[config.mk]
export PLATFORM = sky130hd
export DESIGN_NAME = irigb_gen_top
export DESIGN_NICKNAME = d
export VERILOG_FILES = /design/src/uart_pkg.sv /design/src/irigb_pkg.sv /design/src/uart_rx.sv /design/src/symbol_frame_buffer.sv /design/src/irigb_pulse_encoder.sv /design/src/irigb_gen_top.sv
export VERILOG_INCLUDE_DIRS = /design/src
export SDC_FILE = /design/constraint.sdc
export NUM_CORES = 1
export LEC_CHECK = 0
export BUFFER_PORTS_ARGS = -buffer_cell sky130_fd_sc_hd__buf_4
export CORE_MARGIN = 5
export CORE_UTILIZATION = 40
export CTS_BUF_LIST = sky130_fd_sc_hd__clkbuf_8
export DETAILED_ROUTE_END_ITERATION = 6
export HOLD_SLACK_MARGIN = 0.08
export SLEW_MARGIN = 15
export SYNTH_ARGS = -nofsm -noshare
export SYNTH_HDL_FRONTEND = slang
export SYNTH_HIERARCHICAL = 1
export SYNTH_SLANG_ARGS = --single-unit
export TNS_END_PERCENT = 50
[constraint.sdc]
create_clock -name clk -period 6.14 [get_ports clk]
set_input_delay 1.228 -clock clk [delete_from_list [all_inputs] [get_ports clk]]
set_output_delay 1.228 -clock clk [all_outputs]
set_load 0.02 [all_outputs]
[src/irigb_config.svh]
`ifndef IRIGB_CONFIG_SVH
`define IRIGB_CONFIG_SVH

// --------------------
// UART timing
// --------------------

// Clocks per UART bit
`define CLKS_PER_BIT 8

// --------------------
// IRIG-B slot timing
// --------------------

// Clocks per 10 ms symbol slot, scaled down
`define SLOT_CLKS 40
// High time for '0', 2/10 of a slot
`define PULSE_ZERO_CLKS 8
// High time for '1', 5/10 of a slot
`define PULSE_ONE_CLKS 20
// High time for 'P', 8/10 of a slot
`define PULSE_MARK_CLKS 32

// Symbols in one frame
`define FRAME_SYMBOLS 100
// Frame timeout, counted from the first byte
`define FRAME_WINDOW_CLKS 12000

`endif

[src/uart_pkg.sv]
package uart_pkg;

	// One received data byte
	typedef logic [7:0] byte_t;

	// Bit position within a character
	typedef logic [3:0] bit_cnt_t;

	// Clocks within one bit
	typedef logic [7:0] baud_cnt_t;

	// Receiver FSM
	typedef enum logic [1:0] {
		IDLE,
		START,
		DATA,
		STOP
	} rx_state_t;

endpackage

[src/irigb_pkg.sv]
package irigb_pkg;

	// --------------------
	// Symbol codes, ASCII
	// --------------------
	parameter logic [7:0] SYM_ZERO = 8'h30;
	parameter logic [7:0] SYM_ONE  = 8'h31;
	parameter logic [7:0] SYM_MARK = 8'h50;

	// --------------------
	// Counters
	// --------------------

	// Symbol position within a frame, 0..99
	typedef logic [6:0] sym_index_t;

	// Clock within a slot
	typedef logic [5:0] slot_cnt_t;

	// Pulse width in clocks
	typedef logic [5:0] pulse_clks_t;

	// Frame window, up to 16k clocks
	typedef logic [13:0] window_cnt_t;

	// Playback FSM
	typedef enum logic {
		IDLE,
		PLAY
	} play_state_t;

endpackage

[src/uart_rx.sv]
`timescale 1ns/1ps
`include "irigb_config.svh"

module uart_rx (
	input  logic            clk,
	input  logic            rst_n,
	input  logic            rxd,
	output uart_pkg::byte_t byte_data,
	output logic            byte_valid
);
	import uart_pkg::*;

	// Middle of the start bit, seen from the falling edge
	localparam baud_cnt_t HALF_LAST = baud_cnt_t'(`CLKS_PER_BIT / 2 - 1);
	// One full bit from one middle to the next
	localparam baud_cnt_t BIT_LAST  = baud_cnt_t'(`CLKS_PER_BIT - 1);
	localparam bit_cnt_t  DATA_LAST = bit_cnt_t'(7);

	logic      rxd_meta;
	logic      rxd_sync;
	rx_state_t state;
	baud_cnt_t baud_cnt;
	bit_cnt_t  bit_cnt;
	logic      stop_err;

	// Two-stage synchroniser, idles high
	always_ff @(posedge clk or negedge rst_n) begin
		if (!rst_n) begin
			rxd_meta <= 1'b1;
			rxd_sync <= 1'b1;
		end else begin
			rxd_meta <= rxd;
			rxd_sync <= rxd_meta;
		end
	end

	// --------------------
	// Receiver FSM
	// --------------------
	always_ff @(posedge clk or negedge rst_n) begin
		if (!rst_n) begin
			state      <= IDLE;
			baud_cnt   <= '0;
			bit_cnt    <= '0;
			stop_err   <= 1'b0;
			byte_valid <= 1'b0;
		end else begin
			byte_valid <= 1'b0;
			case (state)
				IDLE: begin
					baud_cnt <= '0;
					bit_cnt  <= '0;
					// Falling edge starts a character
					if (!rxd_sync)
						state <= START;
				end
				START: begin
					if (baud_cnt == HALF_LAST) begin
						baud_cnt <= '0;
						// Line back high at mid-bit, treat as a glitch
						state    <= rxd_sync ? IDLE : DATA;
					end else begin
						baud_cnt <= baud_cnt + 1'b1;
					end
				end
				DATA: begin
					if (baud_cnt == BIT_LAST) begin
						baud_cnt <= '0;
						bit_cnt  <= bit_cnt + 1'b1;
						if (bit_cnt == DATA_LAST)
							state <= STOP;
					end else begin
						baud_cnt <= baud_cnt + 1'b1;
					end
				end
				STOP: begin
					if (stop_err) begin
						// Framing error, hold off until the line idles
						if (rxd_sync) begin
							stop_err <= 1'b0;
							state    <= IDLE;
						end
					end else if (baud_cnt == BIT_LAST) begin
						baud_cnt <= '0;
						if (rxd_sync) begin
							byte_valid <= 1'b1;
							state      <= IDLE;
						end else begin
							stop_err <= 1'b1;
						end
					end else begin
						baud_cnt <= baud_cnt + 1'b1;
					end
				end
				default: state <= IDLE;
			endcase
		end
	end

	// Data shift, LSB first, sampled at mid-bit
	always_ff @(posedge clk) begin
		if (state == DATA && baud_cnt == BIT_LAST)
			byte_data <= {rxd_sync, byte_data[7:1]};
	end

endmodule

[src/symbol_frame_buffer.sv]
`timescale 1ns/1ps
`include "irigb_config.svh"

module symbol_frame_buffer (
	input  logic            clk,
	input  logic            rst_n,
	input  uart_pkg::byte_t byte_data,
	input  logic            byte_valid,
	output uart_pkg::byte_t sym_data,
	output logic            sym_strobe
);
	import irigb_pkg::*;

	localparam sym_index_t  SYM_LAST    = sym_index_t'(`FRAME_SYMBOLS - 1);
	localparam slot_cnt_t   SLOT_LAST   = slot_cnt_t'(`SLOT_CLKS - 1);
	localparam window_cnt_t WINDOW_LAST = window_cnt_t'(`FRAME_WINDOW_CLKS - 1);

	// One frame of symbol codes
	uart_pkg::byte_t frame_mem [`FRAME_SYMBOLS];

	// Collection side
	sym_index_t  wr_idx;
	logic        window_active;
	window_cnt_t window_cnt;
	logic        window_expired;
	logic        frame_last;
	logic        frame_done;

	// Playback side
	play_state_t state;
	sym_index_t  rd_idx;
	sym_index_t  rd_next;
	slot_cnt_t   slot_cnt;
	logic        slot_end;
	logic        load_sym;
	sym_index_t  load_idx;

	// --------------------
	// Collection
	// --------------------

	// 100th byte of the frame on this strobe
	assign frame_last     = byte_valid && (wr_idx == SYM_LAST);
	assign window_expired = window_active && (window_cnt >= WINDOW_LAST);

	always_ff @(posedge clk or negedge rst_n) begin
		if (!rst_n) begin
			wr_idx        <= '0;
			window_active <= 1'b0;
			window_cnt    <= '0;
			frame_done    <= 1'b0;
		end else begin
			// Completion registered one cycle
			frame_done <= frame_last;
			if (byte_valid) begin
				if (frame_last) begin
					// Frame complete, window restarts with the next frame
					wr_idx        <= '0;
					window_active <= 1'b0;
					window_cnt    <= '0;
				end else begin
					wr_idx <= wr_idx + 1'b1;
					if (wr_idx == '0) begin
						// First byte opens the window
						window_active <= 1'b1;
						window_cnt    <= '0;
					end else begin
						window_cnt <= window_cnt + 1'b1;
					end
				end
			end else if (window_expired) begin
				// Timeout, drop the partial frame
				wr_idx        <= '0;
				window_active <= 1'b0;
				window_cnt    <= '0;
			end else if (window_active) begin
				window_cnt <= window_cnt + 1'b1;
			end
		end
	end

	always_ff @(posedge clk) begin
		if (byte_valid)
			frame_mem[wr_idx] <= byte_data;
	end

	// --------------------
	// Playback
	// --------------------

	assign rd_next  = rd_idx + 1'b1;
	assign slot_end = (state == PLAY) && (slot_cnt == SLOT_LAST);
	// New slot: frame start, or end of a slot that is not the last
	assign load_sym = frame_done || (slot_end && rd_idx != SYM_LAST);
	assign load_idx = frame_done ? sym_index_t'(0) : rd_next;

	always_ff @(posedge clk or negedge rst_n) begin
		if (!rst_n) begin
			state      <= IDLE;
			rd_idx     <= '0;
			slot_cnt   <= '0;
			sym_strobe <= 1'b0;
		end else begin
			sym_strobe <= load_sym;
			if (frame_done) begin
				// Also restarts a playback in progress
				state    <= PLAY;
				rd_idx   <= '0;
				slot_cnt <= '0;
			end else if (state == PLAY) begin
				if (slot_end) begin
					slot_cnt <= '0;
					if (rd_idx == SYM_LAST)
						state <= IDLE;
					else
						rd_idx <= rd_next;
				end else begin
					slot_cnt <= slot_cnt + 1'b1;
				end
			end
		end
	end

	// Symbol code valid alongside sym_strobe
	always_ff @(posedge clk) begin
		if (load_sym)
			sym_data <= frame_mem[load_idx];
	end

endmodule

[src/irigb_pulse_encoder.sv]
`timescale 1ns/1ps
`include "irigb_config.svh"

module irigb_pulse_encoder (
	input  logic            clk,
	input  logic            rst_n,
	input  uart_pkg::byte_t sym_data,
	input  logic            sym_strobe,
	output logic            irig_b
);
	import irigb_pkg::*;

	localparam pulse_clks_t ZERO_W = pulse_clks_t'(`PULSE_ZERO_CLKS);
	localparam pulse_clks_t ONE_W  = pulse_clks_t'(`PULSE_ONE_CLKS);
	localparam pulse_clks_t MARK_W = pulse_clks_t'(`PULSE_MARK_CLKS);

	pulse_clks_t width;
	// High cycles left, current one included
	pulse_clks_t pulse_cnt;

	// --------------------
	// Symbol decode
	// --------------------
	always_comb begin
		case (sym_data)
			SYM_ZERO: width = ZERO_W;
			SYM_ONE:  width = ONE_W;
			SYM_MARK: width = MARK_W;
			// Unknown code, slot stays low
			default:  width = '0;
		endcase
	end

	// --------------------
	// Pulse timer
	// --------------------
	always_ff @(posedge clk or negedge rst_n) begin
		if (!rst_n) begin
			pulse_cnt <= '0;
			irig_b    <= 1'b0;
		end else if (sym_strobe) begin
			// Rising edge on the cycle after the strobe
			pulse_cnt <= width;
			irig_b    <= (width != '0);
		end else if (pulse_cnt != '0) begin
			pulse_cnt <= pulse_cnt - 1'b1;
			// Drop after the last counted cycle
			irig_b    <= (pulse_cnt > pulse_clks_t'(1));
		end else begin
			irig_b <= 1'b0;
		end
	end

endmodule

[src/irigb_gen_top.sv]
`timescale 1ns/1ps

module irigb_gen_top (
	input  logic clk,
	input  logic rst_n,
	input  logic rxd,
	output logic irig_b
);
	import uart_pkg::*;

	// Receiver to buffer
	byte_t byte_data;
	logic  byte_valid;

	// Buffer to encoder, one strobe per slot
	byte_t sym_data;
	logic  sym_strobe;

	uart_rx uart_rx_i (
		.clk        (clk),
		.rst_n      (rst_n),
		.rxd        (rxd),
		.byte_data  (byte_data),
		.byte_valid (byte_valid)
	);

	symbol_frame_buffer symbol_frame_buffer_i (
		.clk        (clk),
		.rst_n      (rst_n),
		.byte_data  (byte_data),
		.byte_valid (byte_valid),
		.sym_data   (sym_data),
		.sym_strobe (sym_strobe)
	);

	irigb_pulse_encoder irigb_pulse_encoder_i (
		.clk        (clk),
		.rst_n      (rst_n),
		.sym_data   (sym_data),
		.sym_strobe (sym_strobe),
		.irig_b     (irig_b)
	);

endmodule

==> flow_summary.json, run 1 <==
{
  "worstSetupPathType": "reg -> reg",
  "cts_hold_buffers": 0,
  "combPwrFrac": 0.011,
  "p_per_area_nw_per_um2": 285,
  "detail-route-antenna-nets": 0,
  "place.gp.congestion": 0.885,
  "r2r_end": "symbol_frame_buffer_i/sym_data[1]$_DFFE_PP_",
  "fin_crit_ps": 4440,
  "switching_share": 0.217,
  "fillers": 7828,
  "seq_area_frac_synth": 0.717,
  "power_frac_seq": 0.569,
  "reg2reg_from": "symbol_frame_buffer_i/rd_idx[0]$_DFFE_PN0P_",
  "syn_area_um2": 36400,
  "endpoint_kind": "flip-flop",
  "num_vias": 22647,
  "grt_start_max_net_pins": 128,
  "maxCapViolCount": 0,
  "startpoint_type": "flip-flop",
  "fin_skew_ps": 40.6,
  "r2r_cells": 8,
  "coreArea_um2": 90100,
  "ys_types": 81,
  "reg2reg_setup_slack_ps": 1700,
  "cts_buffers": 147,
  "tightest_slew_ps": 1190,
  "slew_headroom": 0.204,
  "peakVddDrop_mv": 0.165,
  "path_clk_slew_ps": 60,
  "tns_ps": 0,
  "dp_hpwl_mm": 58.3,
  "p_int_uw": 8990,
  "cts_tree": "done",
  "die_x_um": 312,
  "clockPowerShare": 0.419,
  "synth-main-ff-cell": "edfxtp_1",
  "hold_class": "reg -> reg",
  "yosysTopAreaCell": "edfxtp_1",
  "hold-worst-slack_ps": 353,
  "grt-ovfl-total": 0,
  "syn_inst": 2407,
  "wl_mm": 98.9,
  "outcome": "finished, final reports clean",
  "p_total_uw": 11500,
  "start_util": 0.404,
  "min_period_over_period": 0.724,
  "rows": 110,
  "insertion_delay_ps": 810,
  "first_iter_violations": 2528,
  "remaining_drc_errors": 0,
  "routedWlPerCell_um": 26.4,
  "setup_ws_ps": 1700,
  "die_h_um": 312,
  "final_nets": 2457,
  "syn_area_per_cell_um2": 15.1,
  "drive_gt1_frac": 0.137,
  "cts_buffer_depth": 3,
  "place_ws_ps": 1590,
  "whs_endpoint": "uart_rx_i/rxd_sync$_DFF_PN1_",
  "required_ps": 6660,
  "synth_area_leaders": "edfxtp_1, dfrtp_1, mux2i_1",
  "synth_edf_count": 816,
  "synth_top_area_share": 0.673,
  "crit_fanout": 127,
  "firstDrtPassIters": 5,
  "switchingPower_uw": 2490,
  "io_pins": 4,
  "antenna_found_initial": 2,
  "finalSetupViolCount": 0,
  "synth_seq_cells": 879,
  "vias_per_cell": 6.05,
  "post_cts_resized": 0,
  "grtUsageTotal": 0.199,
  "max_clock_freq_ghz": 0.225,
  "grt_pass1_vias": 22278,
  "slew_viol_final": 0,
  "p_leak_uw": 0.0128,
  "grt_pass1_wl_mm": 147,
  "final_hold_viol_count": 0,
  "dieArea_um2": 97100,
  "synthArstFlopShare": 0.0717,
  "io_buffers": 3,
  "crit_arrival_ps": 4970,
  "h-tree-depth": 4,
  "synthesis.nets": 2420,
  "rsz0062_at_grt": "no",
  "cts_root_buffer": "clkbuf_8",
  "yosysWarningCount": 6,
  "area_growth_pct": 10.6,
  "final_core_util": 0.447,
  "min-delay-start": "uart_rx_i/rxd_meta$_DFF_PN1_",
  "post_cts_buffers": 0,
  "clock_sinks": 879,
  "min_path_cells": 0
}
cell families (layout without fill, tap and decap cells):
logic type	after synthesis	after routing	synth area share
DFF	879	879	0.717
AOI/OAI and AO/OA	619	619	0.118
and+or+nand+nor	482	482	0.0611
muxes	204	204	0.0686
buffers and inverters	185	341	0.0246
xor gates and xnor gates	28	28	0.00787
adders and majority gates	10	10	0.00344
other	0	2	0
critical path, cell delays in order (launching register included):
cell       delay, ps
dfrtp_4          960
buf_12           640
buf_4            530
mux2i_1          230
nor2_1            50
a2111oi_0        740
nor3_1           210
a211oi_1         630
o41ai_1          160
metrics by stage:
stage / cells / area, µm²
2_1_floorplan: 2407 / 36400
3_3_place_gp: 3471 / 37500
3_5_place_dp: 3471 / 37500
4_1_cts: 3739 / 40200
5_1_grt: 3740 / 40300
6_report: 3741 / 40300
power groups by stage:
stage	clock network [µW]	logic, µW	registers (µW)
6_report	4810	131	6530
2_1_floorplan	0	121	6620
4_1_cts	4910	131	6530
5_1_grt	5200	150	6530
3_5_place_dp	0	132	6650
3_3_place_gp	0	127	6650
area by class of cell:
cell class / count / area, µm² / area share
timing repair buffer: 55 / 450 / 0.0112
antenna: 2 / 5.00 / 0.000124
clock buffer: 153 / 2110 / 0.0523
sequential: 879 / 26100 / 0.648
multi-input combinational: 1343 / 9470 / 0.235
clock inverter: 115 / 612 / 0.0152
inverter: 18 / 67.6 / 0.00168
tap: 1176 / 1470 / 0.0365
flip-flops by register name, summed over array words and instances, names as in the netlist, 4 cells and up, named ones only:
signal	count
irigb_pulse_encoder_i/pulse_cnt	6
symbol_frame_buffer_i/frame_mem	800
symbol_frame_buffer_i/rd_idx	7
symbol_frame_buffer_i/slot_cnt	6
symbol_frame_buffer_i/sym_data	8
symbol_frame_buffer_i/window_cnt	14
symbol_frame_buffer_i/wr_idx	7
uart_rx_i/baud_cnt	8
uart_rx_i/bit_cnt	4
uart_rx_i/byte_data	8
cells in the final DEF (no fill, tap or decap), types with 46 or more instances in the layout:
cell,instances
o21ai_0,81
a221oi_1,96
dfrtp_1,59
a21oi_1,118
nor2_1,188
mux2_2,51
edfxtp_1,816
nand2_1,123
mux2i_1,122
o22ai_1,89
buf_4,52
clkbuf_8,153
inv_1,72
a211oi_1,46
layer usage:
layer	track usage	vias up	share of wire
met5	0	-	0.000071
met4	0.0789	2	0.037
met3	0.0422	221	0.091
met2	0.309	1153	0.47
met1	0.276	11538	0.41
li1	-	9733	-
worst max path at each step:
stage | from | endpoint | slack [ps]
finish | symbol_frame_buffer_i/rd_idx[0]$_DFFE_PN0P_ | symbol_frame_buffer_i/sym_data[1]$_DFFE_PP_ | 1700
global route | symbol_frame_buffer_i/rd_idx[0]$_DFFE_PN0P_ | symbol_frame_buffer_i/sym_data[0]$_DFFE_PP_ | 1420
CTS | symbol_frame_buffer_i/rd_idx[0]$_DFFE_PN0P_ | symbol_frame_buffer_i/sym_data[1]$_DFFE_PP_ | 1580
detailed placement | symbol_frame_buffer_i/rd_idx[0]$_DFFE_PN0P_ | symbol_frame_buffer_i/sym_data[1]$_DFFE_PP_ | 1590
global placement | symbol_frame_buffer_i/rd_idx[0]$_DFFE_PN0P_ | symbol_frame_buffer_i/sym_data[1]$_DFFE_PP_ | 1610
floorplan | symbol_frame_buffer_i/rd_idx[1]$_DFFE_PN0P_ | symbol_frame_buffer_i/sym_data[3]$_DFFE_PP_ | 3430
synthesized netlist by cell type, types with 13 or more instances:
library cell / instances
o211ai_1: 16
a22oi_1: 30
nand3_1: 41
o22ai_1: 89
mux2i_1: 122
o21ai_0: 81
nor3_1: 40
nor2_1: 189
o221ai_1: 20
a221oi_1: 96
inv_1: 17
mux2_2: 51
buf_4: 23
a21oi_1: 118
and3_1: 18
buf_2: 61
xor2_1: 16
nand2_1: 123
a211o_1: 23
a211oi_1: 46
edfxtp_1: 816
mux4_2: 30
nor2b_1: 13
clkbuf_1: 69
dfrtp_1: 61
Power figures use the tool's default switching activity.
==> inputs of run 2 (changes only) <==
ABC_AREA = 1   (was default)
clock period = 4.67 ns   (was 6.14 ns; I/O delays follow)
==> run 2 against run 1 <==
  * Clock power grew 31%
  * Count of clock-buffer cells in the layout unchanged
  * Synthesized cell count rose by 55%
  * Worst setup slack got worse by 260 ps
  * Routed wire length rose by 3.8%
  * Sequential share of layout area shrank 3.8 points
  * Die area rose by 5.9%
  * Flip-flop and latch count unchanged
  * Maximum frequency increased by 37%
  * Via count increased by 16%
  * Critical path type unchanged
  * Largest cell class unchanged
  * Highest routed layer is now met4
==> flow_summary.json, run 2 <==
{
  "outcome": "finished, final reports clean",
  "fillers": 9041,
  "die_x_um": 321,
  "fin_crit_ps": 3230,
  "yosysMostFrequentCell": "edfxtp_1",
  "path_clk_slew_ps": 60,
  "yosysTopAreaCell": "edfxtp_1",
  "critPathLaunch": "symbol_frame_buffer_i/rd_idx[0]$_DFFE_PN0P_",
  "top_register": "symbol_frame_buffer_i/frame_mem",
  "fin_skew_ps": 44.9,
  "maxCapViolCount": 0,
  "r2r_cells": 13,
  "reg2reg_setup_slack_ps": 1440,
  "reg.largest.list": "symbol_frame_buffer_i/frame_mem x800, symbol_frame_buffer_i/window_cnt x14",
  "crit_arrival_ps": 3790,
  "max_stage_delay_ps": 520,
  "post_cts_resized": 0,
  "peakVddDrop_mv": 0.191,
  "area_growth_pct": 10.8,
  "vias_per_cell": 5.10,
  "cts_buffer_depth": 3,
  "place.gp.congestion": 0.859,
  "cts_tree": "done",
  "cts_root_buffer": "clkbuf_8",
  "seq_area_frac_synth": 0.676,
  "min_period_over_period": 0.692,
  "cp_common_cell": "nand3_1",
  "post_cts_buffers": 0,
  "cts_buffers": 148,
  "num_vias": 26324,
  "synth_edf_count": 816,
  "insertion_delay_ps": 820,
  "dieArea_um2": 103000,
  "endpoint_kind": "flip-flop",
  "syn_inst": 3728,
  "worstSetupPathType": "reg -> reg",
  "tns_ps": 0,
  "grt_start_max_net_pins": 114,
  "synth-main-ff-cell": "edfxtp_1",
  "p_leak_uw": 0.0176,
  "grtUsageTotal": 0.198,
  "clock_sinks": 879,
  "grt-ovfl-total": 0,
  "tightest_slew_ps": 1170,
  "die_h_um": 321,
  "setup_ws_ps": 1440,
  "dp_hpwl_mm": 60.3,
  "grt_pass1_vias": 25213,
  "synthArstFlopShare": 0.0717,
  "p_per_area_nw_per_um2": 353,
  "reg2reg_from": "symbol_frame_buffer_i/rd_idx[0]$_DFFE_PN0P_",
  "routedWlPerCell_um": 19.9,
  "slew_headroom": 0.219,
  "coreArea_um2": 96300,
  "rows": 114,
  "detail-route-antenna-nets": 0,
  "cp-endpoint": "symbol_frame_buffer_i/sym_data[7]$_DFFE_PP_",
  "firstDrtPassIters": 6,
  "cts_hold_buffers": 0,
  "ys_types": 53,
  "largest_register_ffs": 800,
  "required_ps": 5220,
  "yosys-top-cells-count": "edfxtp_1, nand2_1, nand3_1",
  "io_buffers": 3,
  "antenna_found_initial": 1,
  "grt_pass1_wl_mm": 156,
  "hold_class": "in -> async",
  "final_hold_viol_count": 0,
  "drive_gt1_frac": 0.0754,
  "io_pins": 4,
  "place_ws_ps": 1460,
  "final_common_cell": "edfxtp_1",
  "start_util": 0.401,
  "crit_fanout": 84,
  "syn_area_per_cell_um2": 10.4,
  "synthesis.nets": 3741,
  "first_iter_violations": 2935,
  "synth_seq_cells": 879,
  "yosysWarningCount": 6,
  "syn_area_um2": 38600,
  "synth_area_leaders": "edfxtp_1, nand3_1, nand2_1",
  "final_cell_mix": "edfxtp_1, nand2_1, inv_1, nand3_1, nor2_1",
  "max_clock_freq_ghz": 0.309,
  "r2r_end": "symbol_frame_buffer_i/sym_data[7]$_DFFE_PP_",
  "remaining_drc_errors": 0,
  "final_nets": 3790,
  "synth_top_area_share": 0.635,
  "slew_viol_final": 0,
  "rsz0062_at_grt": "no",
  "cp_slowest_cell": "nand2_8",
  "wl_mm": 103,
  "startpoint_type": "flip-flop",
  "finalSetupViolCount": 0,
  "path_cells": "ha_1, nand2_8, buf_4, buf_4, nor2_1, o21ai_0, nand3_1, nand3_1, nand3_1, nand3_1, nand2_1, nand2_1, nand2_1",
  "h-tree-depth": 4
}
[run 2: stage by stage]
stage                     total power [µW]  cells  hold slack, ps  cell area, µm²  utilization
after floorplan                       8890   3728             345           38600            -
after global placement                8960   4903             350           40100        0.416
after detailed placement              8960   4903             353           40100        0.416
after CTS                            15300   5164             192           42800        0.444
after global routing                 15700   5165             207           42800        0.444
final                                15100   5165             254           42800        0.444
[run 2: how the worst min path moves through the flow]
| stage | start | endpoint |
|---|---|---|
| after floorplan | uart_rx_i/rxd_meta$_DFF_PN1_ | uart_rx_i/rxd_sync$_DFF_PN1_ |
| after global placement | uart_rx_i/rxd_meta$_DFF_PN1_ | uart_rx_i/rxd_sync$_DFF_PN1_ |
| after detailed placement | uart_rx_i/rxd_meta$_DFF_PN1_ | uart_rx_i/rxd_sync$_DFF_PN1_ |
| after CTS | rxd | uart_rx_i/rxd_meta$_DFF_PN1_ |
| after global routing | rxd | uart_rx_i/rxd_meta$_DFF_PN1_ |
| final | rst_n | irigb_pulse_encoder_i/irig_b$_DFF_PN0_ |
[run 2: kinds of logic (layout without fill, tap and decap cells)]
family          after synthesis  count (layout)  share of synthesized area
simple gates               1821            1821                      0.205
flops                       879             879                      0.676
buf+inv                     807             967                     0.0853
compound gates              197             197                     0.0280
xor+xnor                     14              14                    0.00318
fa+ha+maj                    10              10                    0.00324
other cells                   0               1                          0
[run 2: power breakdown]
| group | switching [µW] | internal, µW | total [µW] |
|---|---|---|---|
| clock | 3080 | 3210 | 6290 |
| sequential | 42.7 | 8530 | 8570 |
| combinational | 156 | 76.2 | 232 |
| total | 3280 | 11800 | 15100 |
[run 2: final cells by class]
type / count / area, µm² / area share
diodes: 1 / 2.50 / 0.0000585
clock buffers: 153 / 2110 / 0.0492
well taps: 1276 / 1600 / 0.0373
inverters: 632 / 2380 / 0.0557
repair buffers: 74 / 756 / 0.0177
flip-flops and latches: 879 / 26100 / 0.610
multi-input cells: 2042 / 9270 / 0.217
clock inverters: 108 / 572 / 0.0134
[run 2: worst max-delay path: cells and delay by family, from the launching register on]
| family | cells | cell delay (ps) |
|---|---|---|
| compound gates | 1 | 70 |
| flops | 1 | 510 |
| simple gates | 9 | 1280 |
| fa+ha+maj | 1 | 400 |
| buf+inv | 2 | 700 |
[run 2: layer usage]
metal,vias to the layer above,global-route usage,wire length [µm],share of wire
met5,-,0,0,0
met4,0,0.0641,2820,0.027
met3,182,0.0399,7810,0.076
met2,979,0.318,48400,0.47
met1,12741,0.271,43600,0.42
li1,12422,-,-,-
